`src/hw/cdb_defs.svh`:
```
`ifndef CDB_DEFS_SVH
`define CDB_DEFS_SVH

// Number of execution units feeding the CDB
// Unit 0 is the maximum-priority unit, the others are ordinary units
`define CDB_EU_N 4

// Width of a result word on the bus
`define CDB_XLEN 32

// Width of a reorder buffer index
// Sixteen ROB entries in flight
`define CDB_ROB_IDX_W 4

// Exception cause code width
`define CDB_EXC_CAUSE_W 5

// Trap value takes whatever the cause leaves of the word
// Low bits of the faulting address
`define CDB_EXC_TVAL_W (`CDB_XLEN - `CDB_EXC_CAUSE_W)

`endif

```
`src/hw/cdb_pkg.sv`:
```
`include "cdb_defs.svh"

package cdb_pkg;

    // Index into the reorder buffer
    typedef logic [`CDB_ROB_IDX_W-1:0] rob_idx_t;

    // Index of an ordinary unit on the arbiter side
    // Sized on the full unit count so any buffer number fits
    typedef logic [$clog2(`CDB_EU_N)-1:0] unit_idx_t;

    // Exception record carried in place of a result
    // Cause sits in the low bits of the word
    typedef struct packed {
        logic [`CDB_EXC_TVAL_W-1:0]  tval;
        logic [`CDB_EXC_CAUSE_W-1:0] cause;
    } exc_rec_t;

    // Payload word as seen by the ROB
    // Read through exc when the exception flag is set
    // Otherwise value holds the computed result
    typedef union packed {
        logic [`CDB_XLEN-1:0] value;
        exc_rec_t             exc;
    } cdb_payload_t;

endpackage

```
`src/hw/prio_enc.sv`:
```
`timescale 1ns/100ps

module prio_enc #(
    parameter int unsigned N = 4
) (
    input  logic [N-1:0]         lines_i,
    output logic [$clog2(N)-1:0] enc_o,
    output logic                 valid_o
);

    localparam int unsigned ENC_W = $clog2(N);

    // Scan from the top so the lowest set line is written last
    always_comb begin : enc_scan
        enc_o = '0;
        for (int i = N - 1; i >= 0; i--) begin
            if (lines_i[i]) begin
                enc_o = ENC_W'(i);
            end
        end
    end

    // Any request at all
    assign valid_o = |lines_i;

endmodule

```
`src/hw/cdb_arbiter.sv`:
```
`timescale 1ns/100ps
`include "cdb_defs.svh"

module cdb_arbiter (
    input  logic                         clk_i,
    input  logic                         rst_n_i,
    input  logic                         flush_i,

    // Maximum-priority unit handshake
    input  logic                         max_prio_valid_i,
    output logic                         max_prio_ready_o,

    // Ordinary unit handshakes
    input  logic [`CDB_EU_N-2:0]         valid_i,
    output logic [`CDB_EU_N-2:0]         ready_o,

    // ROB handshake
    input  logic                         rob_ready_i,
    output logic                         rob_valid_o,

    // Select lines for the CDB data multiplexer
    output logic                         served_max_prio_o,
    output cdb_pkg::unit_idx_t           served_o
);

    localparam int unsigned LINES = `CDB_EU_N - 1;
    localparam int unsigned IDX_W = $clog2(LINES);

    // Requests left over from the current round
    logic [LINES-1:0] rem_valid_q;
    // Set the encoder works on this cycle
    logic [LINES-1:0] mux_valid;
    logic [IDX_W-1:0] enc_idx;
    logic             enc_valid;

    // Grant frozen while the ROB stalls a presented result
    logic             hold_q;
    logic             hold_mp_q;
    logic [IDX_W-1:0] hold_idx_q;

    // Effective grant after the hold
    logic             grant_mp;
    logic             grant_ord;
    logic [IDX_W-1:0] grant_idx;
    logic [LINES-1:0] grant_oh;

    // Round still open, so keep serving what was sampled
    // Empty register means a fresh sample of live requests
    assign mux_valid = (|rem_valid_q) ? rem_valid_q : valid_i;

    prio_enc #(
        .N (LINES)
    ) u_prio_enc (
        .lines_i (mux_valid),
        .enc_o   (enc_idx),
        .valid_o (enc_valid)
    );

    // A stalled result stays on the bus until the ROB takes it
    // Preemption by the maximum-priority line waits for the next decision
    assign grant_mp  = hold_q ? hold_mp_q : max_prio_valid_i;
    assign grant_ord = hold_q ? ~hold_mp_q : (~max_prio_valid_i & enc_valid);
    assign grant_idx = hold_q ? hold_idx_q : enc_idx;

    // One-hot decode of the ordinary grant
    always_comb begin : grant_dec
        grant_oh = '0;
        if (grant_ord) begin
            grant_oh[grant_idx] = 1'b1;
        end
    end

    // Ready goes to the granted source only
    assign max_prio_ready_o = grant_mp & rob_ready_i;
    assign ready_o          = rob_ready_i ? grant_oh : '0;
    assign rob_valid_o      = grant_mp | grant_ord;

    assign served_max_prio_o = grant_mp;
    assign served_o          = cdb_pkg::unit_idx_t'(grant_idx);

    // Round bookkeeping
    // Only a real ordinary transfer removes a line from the round
    always_ff @(posedge clk_i or negedge rst_n_i) begin : rem_reg
        if (!rst_n_i) begin
            rem_valid_q <= '0;
        end else if (flush_i) begin
            rem_valid_q <= '0;
        end else if (grant_ord && rob_ready_i) begin
            rem_valid_q <= mux_valid & ~grant_oh;
        end
    end

    // Remember the grant whenever the bus shows valid without ready
    always_ff @(posedge clk_i or negedge rst_n_i) begin : hold_reg
        if (!rst_n_i) begin
            hold_q     <= 1'b0;
            hold_mp_q  <= 1'b0;
            hold_idx_q <= '0;
        end else if (flush_i) begin
            hold_q     <= 1'b0;
            hold_mp_q  <= 1'b0;
            hold_idx_q <= '0;
        end else begin
            hold_q     <= rob_valid_o & ~rob_ready_i;
            hold_mp_q  <= grant_mp;
            hold_idx_q <= grant_idx;
        end
    end

    // At most one unit is served per cycle, ordinary or maximum-priority
    a_ready_onehot: assert property (@(posedge clk_i) disable iff (!rst_n_i)
        $onehot0({ready_o, max_prio_ready_o}))
        else $error("cdb_arbiter: more than one ready bit set");

    // Held grants must still point at a buffer that is holding its result
    a_ready_has_valid: assert property (@(posedge clk_i) disable iff (!rst_n_i)
        (ready_o & ~valid_i) == '0)
        else $error("cdb_arbiter: ready_o granted to an idle unit");

    // Buffers come out of reset empty
    a_idle_after_reset: assert property (@(posedge clk_i)
        $rose(rst_n_i) |-> !rob_valid_o)
        else $error("cdb_arbiter: rob_valid_o high right after reset");

endmodule

```
`src/hw/eu_result_buf.sv`:
```
`timescale 1ns/100ps

module eu_result_buf (
    input  logic                  clk_i,
    input  logic                  rst_n_i,
    input  logic                  flush_i,

    // Execution unit side
    input  logic                  in_valid_i,
    output logic                  in_ready_o,
    input  cdb_pkg::rob_idx_t     in_rob_idx_i,
    input  logic                  in_except_i,
    input  cdb_pkg::cdb_payload_t in_payload_i,

    // Arbiter side
    output logic                  out_valid_o,
    input  logic                  out_ready_i,
    output cdb_pkg::rob_idx_t     out_rob_idx_o,
    output logic                  out_except_o,
    output cdb_pkg::cdb_payload_t out_payload_o
);

    // Output entry drives the arbiter directly
    logic                  out_valid_q;
    cdb_pkg::rob_idx_t     out_rob_idx_q;
    logic                  out_except_q;
    cdb_pkg::cdb_payload_t out_payload_q;

    // Skid entry catches one result while the output is stalled
    logic                  skid_valid_q;
    cdb_pkg::rob_idx_t     skid_rob_idx_q;
    logic                  skid_except_q;
    cdb_pkg::cdb_payload_t skid_payload_q;

    logic in_fire;
    logic out_fire;
    logic load_out;

    // Unit-side ready comes from a flop only
    assign in_ready_o = ~skid_valid_q;

    assign in_fire  = in_valid_i & in_ready_o;
    assign out_fire = out_valid_q & out_ready_i;
    // Output entry free at this edge
    assign load_out = ~out_valid_q | out_fire;

    always_ff @(posedge clk_i or negedge rst_n_i) begin : ctrl_reg
        if (!rst_n_i) begin
            out_valid_q  <= 1'b0;
            skid_valid_q <= 1'b0;
        end else if (flush_i) begin
            out_valid_q  <= 1'b0;
            skid_valid_q <= 1'b0;
        end else if (load_out) begin
            // Skid entry drains first, else the new input goes straight out
            out_valid_q  <= skid_valid_q | in_fire;
            skid_valid_q <= 1'b0;
        end else if (in_fire) begin
            skid_valid_q <= 1'b1;
        end
    end

    always_ff @(posedge clk_i) begin : data_reg
        if (load_out) begin
            if (skid_valid_q) begin
                out_rob_idx_q <= skid_rob_idx_q;
                out_except_q  <= skid_except_q;
                out_payload_q <= skid_payload_q;
            end else begin
                out_rob_idx_q <= in_rob_idx_i;
                out_except_q  <= in_except_i;
                out_payload_q <= in_payload_i;
            end
        end
        if (in_fire && !load_out) begin
            skid_rob_idx_q <= in_rob_idx_i;
            skid_except_q  <= in_except_i;
            skid_payload_q <= in_payload_i;
        end
    end

    assign out_valid_o   = out_valid_q;
    assign out_rob_idx_o = out_rob_idx_q;
    assign out_except_o  = out_except_q;
    assign out_payload_o = out_payload_q;

    // Both entries busy means nothing may be written
    a_no_write_full: assert property (@(posedge clk_i) disable iff (!rst_n_i)
        (out_valid_q && skid_valid_q) |-> !in_fire)
        else $error("eu_result_buf: write while full");

endmodule

```
`src/hw/cdb_top.sv`:
```
`timescale 1ns/100ps
`include "cdb_defs.svh"

module cdb_top (
    input  logic                                    clk_i,
    input  logic                                    rst_n_i,
    input  logic                                    flush_i,

    // Maximum-priority unit
    input  logic                                    mp_valid_i,
    output logic                                    mp_ready_o,
    input  cdb_pkg::rob_idx_t                       mp_rob_idx_i,
    input  logic                                    mp_except_i,
    input  cdb_pkg::cdb_payload_t                   mp_payload_i,

    // Ordinary units
    input  logic [`CDB_EU_N-2:0]                    eu_valid_i,
    output logic [`CDB_EU_N-2:0]                    eu_ready_o,
    input  cdb_pkg::rob_idx_t [`CDB_EU_N-2:0]       eu_rob_idx_i,
    input  logic [`CDB_EU_N-2:0]                    eu_except_i,
    input  cdb_pkg::cdb_payload_t [`CDB_EU_N-2:0]   eu_payload_i,

    // ROB side
    output logic                                    cdb_valid_o,
    input  logic                                    cdb_ready_i,
    output cdb_pkg::rob_idx_t                       cdb_rob_idx_o,
    output logic                                    cdb_except_o,
    output cdb_pkg::cdb_payload_t                   cdb_payload_o,
    output logic                                    cdb_from_max_prio_o
);

    localparam int unsigned EU_N  = `CDB_EU_N;
    localparam int unsigned BUF_W = $clog2(EU_N);

    // Buffer 0 serves the maximum-priority unit
    // Ordinary unit k sits in buffer k+1
    logic [EU_N-1:0]                  in_valid;
    logic [EU_N-1:0]                  in_ready;
    cdb_pkg::rob_idx_t [EU_N-1:0]     in_rob_idx;
    logic [EU_N-1:0]                  in_except;
    cdb_pkg::cdb_payload_t [EU_N-1:0] in_payload;

    logic [EU_N-1:0]                  out_valid;
    logic [EU_N-1:0]                  out_ready;
    cdb_pkg::rob_idx_t [EU_N-1:0]     out_rob_idx;
    logic [EU_N-1:0]                  out_except;
    cdb_pkg::cdb_payload_t [EU_N-1:0] out_payload;

    // Arbiter select
    logic                             served_mp;
    cdb_pkg::unit_idx_t               served_idx;
    logic [BUF_W-1:0]                 buf_sel;

    // Flatten unit inputs into one array
    assign in_valid   = {eu_valid_i, mp_valid_i};
    assign in_rob_idx = {eu_rob_idx_i, mp_rob_idx_i};
    assign in_except  = {eu_except_i, mp_except_i};
    assign in_payload = {eu_payload_i, mp_payload_i};

    assign mp_ready_o = in_ready[0];
    assign eu_ready_o = in_ready[EU_N-1:1];

    // One result buffer per unit
    for (genvar g = 0; g < EU_N; g++) begin : g_buf
        eu_result_buf u_buf (
            .clk_i         (clk_i),
            .rst_n_i       (rst_n_i),
            .flush_i       (flush_i),
            .in_valid_i    (in_valid[g]),
            .in_ready_o    (in_ready[g]),
            .in_rob_idx_i  (in_rob_idx[g]),
            .in_except_i   (in_except[g]),
            .in_payload_i  (in_payload[g]),
            .out_valid_o   (out_valid[g]),
            .out_ready_i   (out_ready[g]),
            .out_rob_idx_o (out_rob_idx[g]),
            .out_except_o  (out_except[g]),
            .out_payload_o (out_payload[g])
        );
    end

    cdb_arbiter u_arbiter (
        .clk_i             (clk_i),
        .rst_n_i           (rst_n_i),
        .flush_i           (flush_i),
        .max_prio_valid_i  (out_valid[0]),
        .max_prio_ready_o  (out_ready[0]),
        .valid_i           (out_valid[EU_N-1:1]),
        .ready_o           (out_ready[EU_N-1:1]),
        .rob_ready_i       (cdb_ready_i),
        .rob_valid_o       (cdb_valid_o),
        .served_max_prio_o (served_mp),
        .served_o          (served_idx)
    );

    // Map the arbiter choice onto a buffer number
    assign buf_sel = served_mp ? '0 : BUF_W'(served_idx) + 1'b1;

    // Data multiplexer towards the ROB
    // Contents are don't-care while cdb_valid_o is low
    assign cdb_rob_idx_o       = out_rob_idx[buf_sel];
    assign cdb_except_o        = out_except[buf_sel];
    assign cdb_payload_o       = out_payload[buf_sel];
    assign cdb_from_max_prio_o = served_mp;

endmodule

```
`config.mk`:
```
export PLATFORM = sky130hd
export DESIGN_NAME = cdb_top
export DESIGN_NICKNAME = d
export VERILOG_FILES = /design/src/hw/cdb_pkg.sv /design/src/hw/prio_enc.sv /design/src/hw/cdb_arbiter.sv /design/src/hw/eu_result_buf.sv /design/src/hw/cdb_top.sv
export VERILOG_INCLUDE_DIRS = /design/src /design/src/hw
export SDC_FILE = /design/constraint.sdc
export NUM_CORES = 1
export LEC_CHECK = 0
export ABC_CLOCK_PERIOD_IN_PS = 13470
export BUFFER_PORTS_ARGS = -buffer_cell sky130_fd_sc_hd__buf_2
export CAP_MARGIN = 20
export CORE_ASPECT_RATIO = 2
export CORE_MARGIN = 1
export CORE_UTILIZATION = 25
export DETAILED_ROUTE_END_ITERATION = 8
export HOLD_SLACK_MARGIN = 0.02
export PLACE_DENSITY = 0.52
export SYNTH_ARGS = -nofsm -noshare
export SYNTH_HDL_FRONTEND = slang
export SYNTH_SLANG_ARGS = --single-unit
```
`constraint.sdc`:
```
create_clock -name clk_i -period 13.47 [get_ports clk_i]
set_clock_uncertainty 0.2 [all_clocks]
set_input_delay 2.0205 -clock clk_i [delete_from_list [all_inputs] [get_ports clk_i]]
set_output_delay 2.0205 -clock clk_i [all_outputs]
set_load 0.02 [all_outputs]
```
==> flow_summary.json <==
{
  "wirelength_um": 36000,
  "antenna_found_initial": 6,
  "placed_cells": 1537,
  "vias_per_cell": 4.42,
  "cts_buffers": 30,
  "cts_tree": "done",
  "grt_first_pass_wirelength_um": 51300,
  "die_area_mm2": 0.0514,
  "final_nets": 1079,
  "post-cts-setup-buffers": 0,
  "root_buffer": "clkbuf_16",
  "r2r-start": "u_arbiter.rem_valid_q[0]$_DFFE_PN0P_",
  "drive_gt1_frac": 0.459,
  "critical_path.cell_chain": "or4b_4 > o211a_4 > buf_4 > ha_1 > nor2_4 > buf_4 > a21oi_1 > a22oi_1 > buf_2",
  "grt_usage": 0.140,
  "layout_setup_ws_ns": 6.86,
  "dr.pass1.iters": 4,
  "mostFrequentLayoutCell": "edfxtp_1",
  "slew_headroom": 0.295,
  "hold_depth": 1,
  "ys_seq_area_frac": 0.734,
  "fmax_mhz": 151,
  "hold_viol": 0,
  "drc": 0,
  "drtIter0Drc": 420,
  "synth_cells": 716,
  "synth_area_mm2": 0.0126,
  "synth_nets": 875,
  "powerDensity_mw_per_mm2": 160,
  "rsz0062_at_grt": "false",
  "hold_buffers": 0,
  "wl_per_cell_um": 22.5,
  "pre_cts_slack_ns": 7.37,
  "fillers": 4997,
  "async_flop_share": 0.0482,
  "maxCapViolCount": 0,
  "coreArea_mm2": 0.0499,
  "mostFrequentLayoutCells": "edfxtp_1, buf_2, mux2_2",
  "synth_area_leaders": "edfxtp_1, mux2_2, mux2i_1",
  "ctsResizeCount": 0,
  "dp.final_hpwl_um": 23200,
  "critPathMostFrequentCell": "buf_4",
  "synth_top_area_share": 0.704,
  "p_leak_nw": 5.63,
  "holdCritStartpoint": "g_buf[1].u_buf.skid_rob_idx_q[0]$_DFFE_PP_",
  "clkTransAtPathRegs_ns": 0.06,
  "crit_slowest_cell": "buf_4",
  "period_share": 0.491,
  "hold_end": "g_buf[1].u_buf.out_rob_idx_o[0]$_DFFE_PP_",
  "synth_edf_count": 296,
  "worst_pin_slew_ns": 1.03,
  "r2r-end": "g_buf[1].u_buf.skid_payload_q[10]$_DFFE_PP_",
  "grt_remaining_overflow": 0,
  "finalNonFillerCells": 1597,
  "yosys_warnings": 0,
  "worstSetupPathType": "reg -> out",
  "worst_ep_required_time_ns": 11.25,
  "rows": 116,
  "grt_pass1_vias": 7665,
  "yosys.area.top_type": "edfxtp_1",
  "grt_max_degree": 51,
  "synth.avg_cell_area_um2": 17.6,
  "port_buffers": 198,
  "startpoint_type": "flop",
  "outcome": "finished, final reports clean",
  "initial_core_util": 0.253,
  "io_pins": 199,
  "area_delta_synth_final_pct": 22.0,
  "reg2reg_depth": 8,
  "cts_htree_levels": 1,
  "crit_path_max_fanout": 50,
  "ys.flop_type": "edfxtp_1",
  "hold_class": "reg -> reg",
  "fp.dieH_um": 320,
  "clock-sinks": 311,
  "holdWs_ns": 0.347,
  "drv_slew": 0,
  "clk-insertion-delay-late_ns": 0.57,
  "routabilityCongestion": 0.735,
  "setup_tns_ns": 0,
  "die_w_um": 161,
  "setup_viol": 0,
  "min_period_ns": 6.61,
  "arrival_ns": 4.39,
  "cts_max_path_buffers": 3,
  "synth-seq-cells": 311,
  "ant_nets": 0,
  "ys_types": 32,
  "ir_drop_v": 0.000105,
  "critPathMaxStageDelay_ns": 0.60,
  "reg2reg_slack_ns": 9.32,
  "via_count": 7063,
  "end_kind": "primary output"
}
-- flip-flops by register name, summed over array words and instances (netlist names) --
register	cells
g_buf.u_buf.skid_rob_idx_q	16
u_arbiter.hold_q	1
u_arbiter.rem_valid_q	3
u_arbiter.hold_mp_q	1
g_buf.u_buf.skid_payload_q	128
g_buf.u_buf.out_payload_o	128
g_buf.u_buf.out_valid_o	4
g_buf.u_buf.skid_valid_q	4
g_buf.u_buf.skid_except_q	4
g_buf.u_buf.out_except_o	4
u_arbiter.hold_idx_q	2
g_buf.u_buf.out_rob_idx_o	16
-- logic make-up after synthesis --
kind of cell | Yosys count | synth area share
flip-flops | 311 | 0.734
adder cells (fa/ha/maj) | 3 | 0.00297
AND/OR/NAND/NOR | 73 | 0.0275
multiplexers | 186 | 0.162
buffers and inverters | 50 | 0.0235
AO/OA/AOI/OAI | 93 | 0.0498
-- area by class of cell --
class	instances	area, um2	area share
multi-input cells	355	3130	0.203
clock buffers	37	798	0.0519
well taps	649	812	0.0528
diodes	4	10.0	0.000650
inverters	8	30.0	0.00195
repair buffers	214	1110	0.0722
clock inverters	19	231	0.0150
flip-flops and latches	311	9270	0.602
-- routing by layer --
layer,track usage,vias up,wire (um)
met5,0,-,16
met2,0.268,224,19700
li1,-,3215,-
met3,0.0228,51,1670
met1,0.148,3569,13500
met4,0.0570,4,1100
-- critical path: cells and delay by family (launching register included) --
| family | cells | cell delay, ns |
|---|---|---|
| flip-flops | 1 | 0.43 |
| adder cells (fa/ha/maj) | 1 | 0.43 |
| AO/OA/AOI/OAI | 3 | 0.57 |
| AND/OR/NAND/NOR | 2 | 1.13 |
| buffers and inverters | 3 | 1.16 |
-- worst max path at each step --
stage                                          from                                endpoint
2_1_floorplan                           cdb_ready_i  g_buf[2].u_buf.skid_except_q$_DFFE_PP_
3_5_place_dp   u_arbiter.rem_valid_q[2]$_DFFE_PN0P_                       cdb_payload_o[16]
3_3_place_gp   u_arbiter.rem_valid_q[2]$_DFFE_PN0P_                       cdb_payload_o[13]
6_report       u_arbiter.rem_valid_q[0]$_DFFE_PN0P_                        cdb_rob_idx_o[1]
4_1_cts        u_arbiter.rem_valid_q[2]$_DFFE_PN0P_                       cdb_payload_o[16]
5_1_grt        u_arbiter.rem_valid_q[2]$_DFFE_PN0P_                       cdb_payload_o[30]
-- cells in the mapped netlist (6+ instances only) --
master,n
a22oi_1,37
mux2_2,148
buf_1,12
nand2_1,42
buf_6,12
clkbuf_1,11
nor3b_1,6
a21oi_1,37
edfxtp_1,296
dfrtp_1,15
mux2i_1,38
inv_1,8
nor2_1,10
-- through the flow --
stage | utilization | power, W | area (um2)
3_5_place_dp | 0.287 | 0.00160 | 14400
6_report | 0.308 | 0.00246 | 15400
4_1_cts | 0.308 | 0.00251 | 15400
5_1_grt | 0.308 | 0.00257 | 15400
3_3_place_gp | 0.287 | 0.00159 | 14400
2_1_floorplan | - | 0.00144 | 12600
-- where the power goes --
part	internal [W]	total (W)	leakage [nW]	switching, W
clock network	0.000518	0.000898	0.501	0.000380
registers	0.00115	0.00117	3.05	0.0000219
logic	0.000139	0.000395	2.07	0.000256
total	0.00180	0.00246	5.63	0.000658
Power figures use the tool's default switching activity.
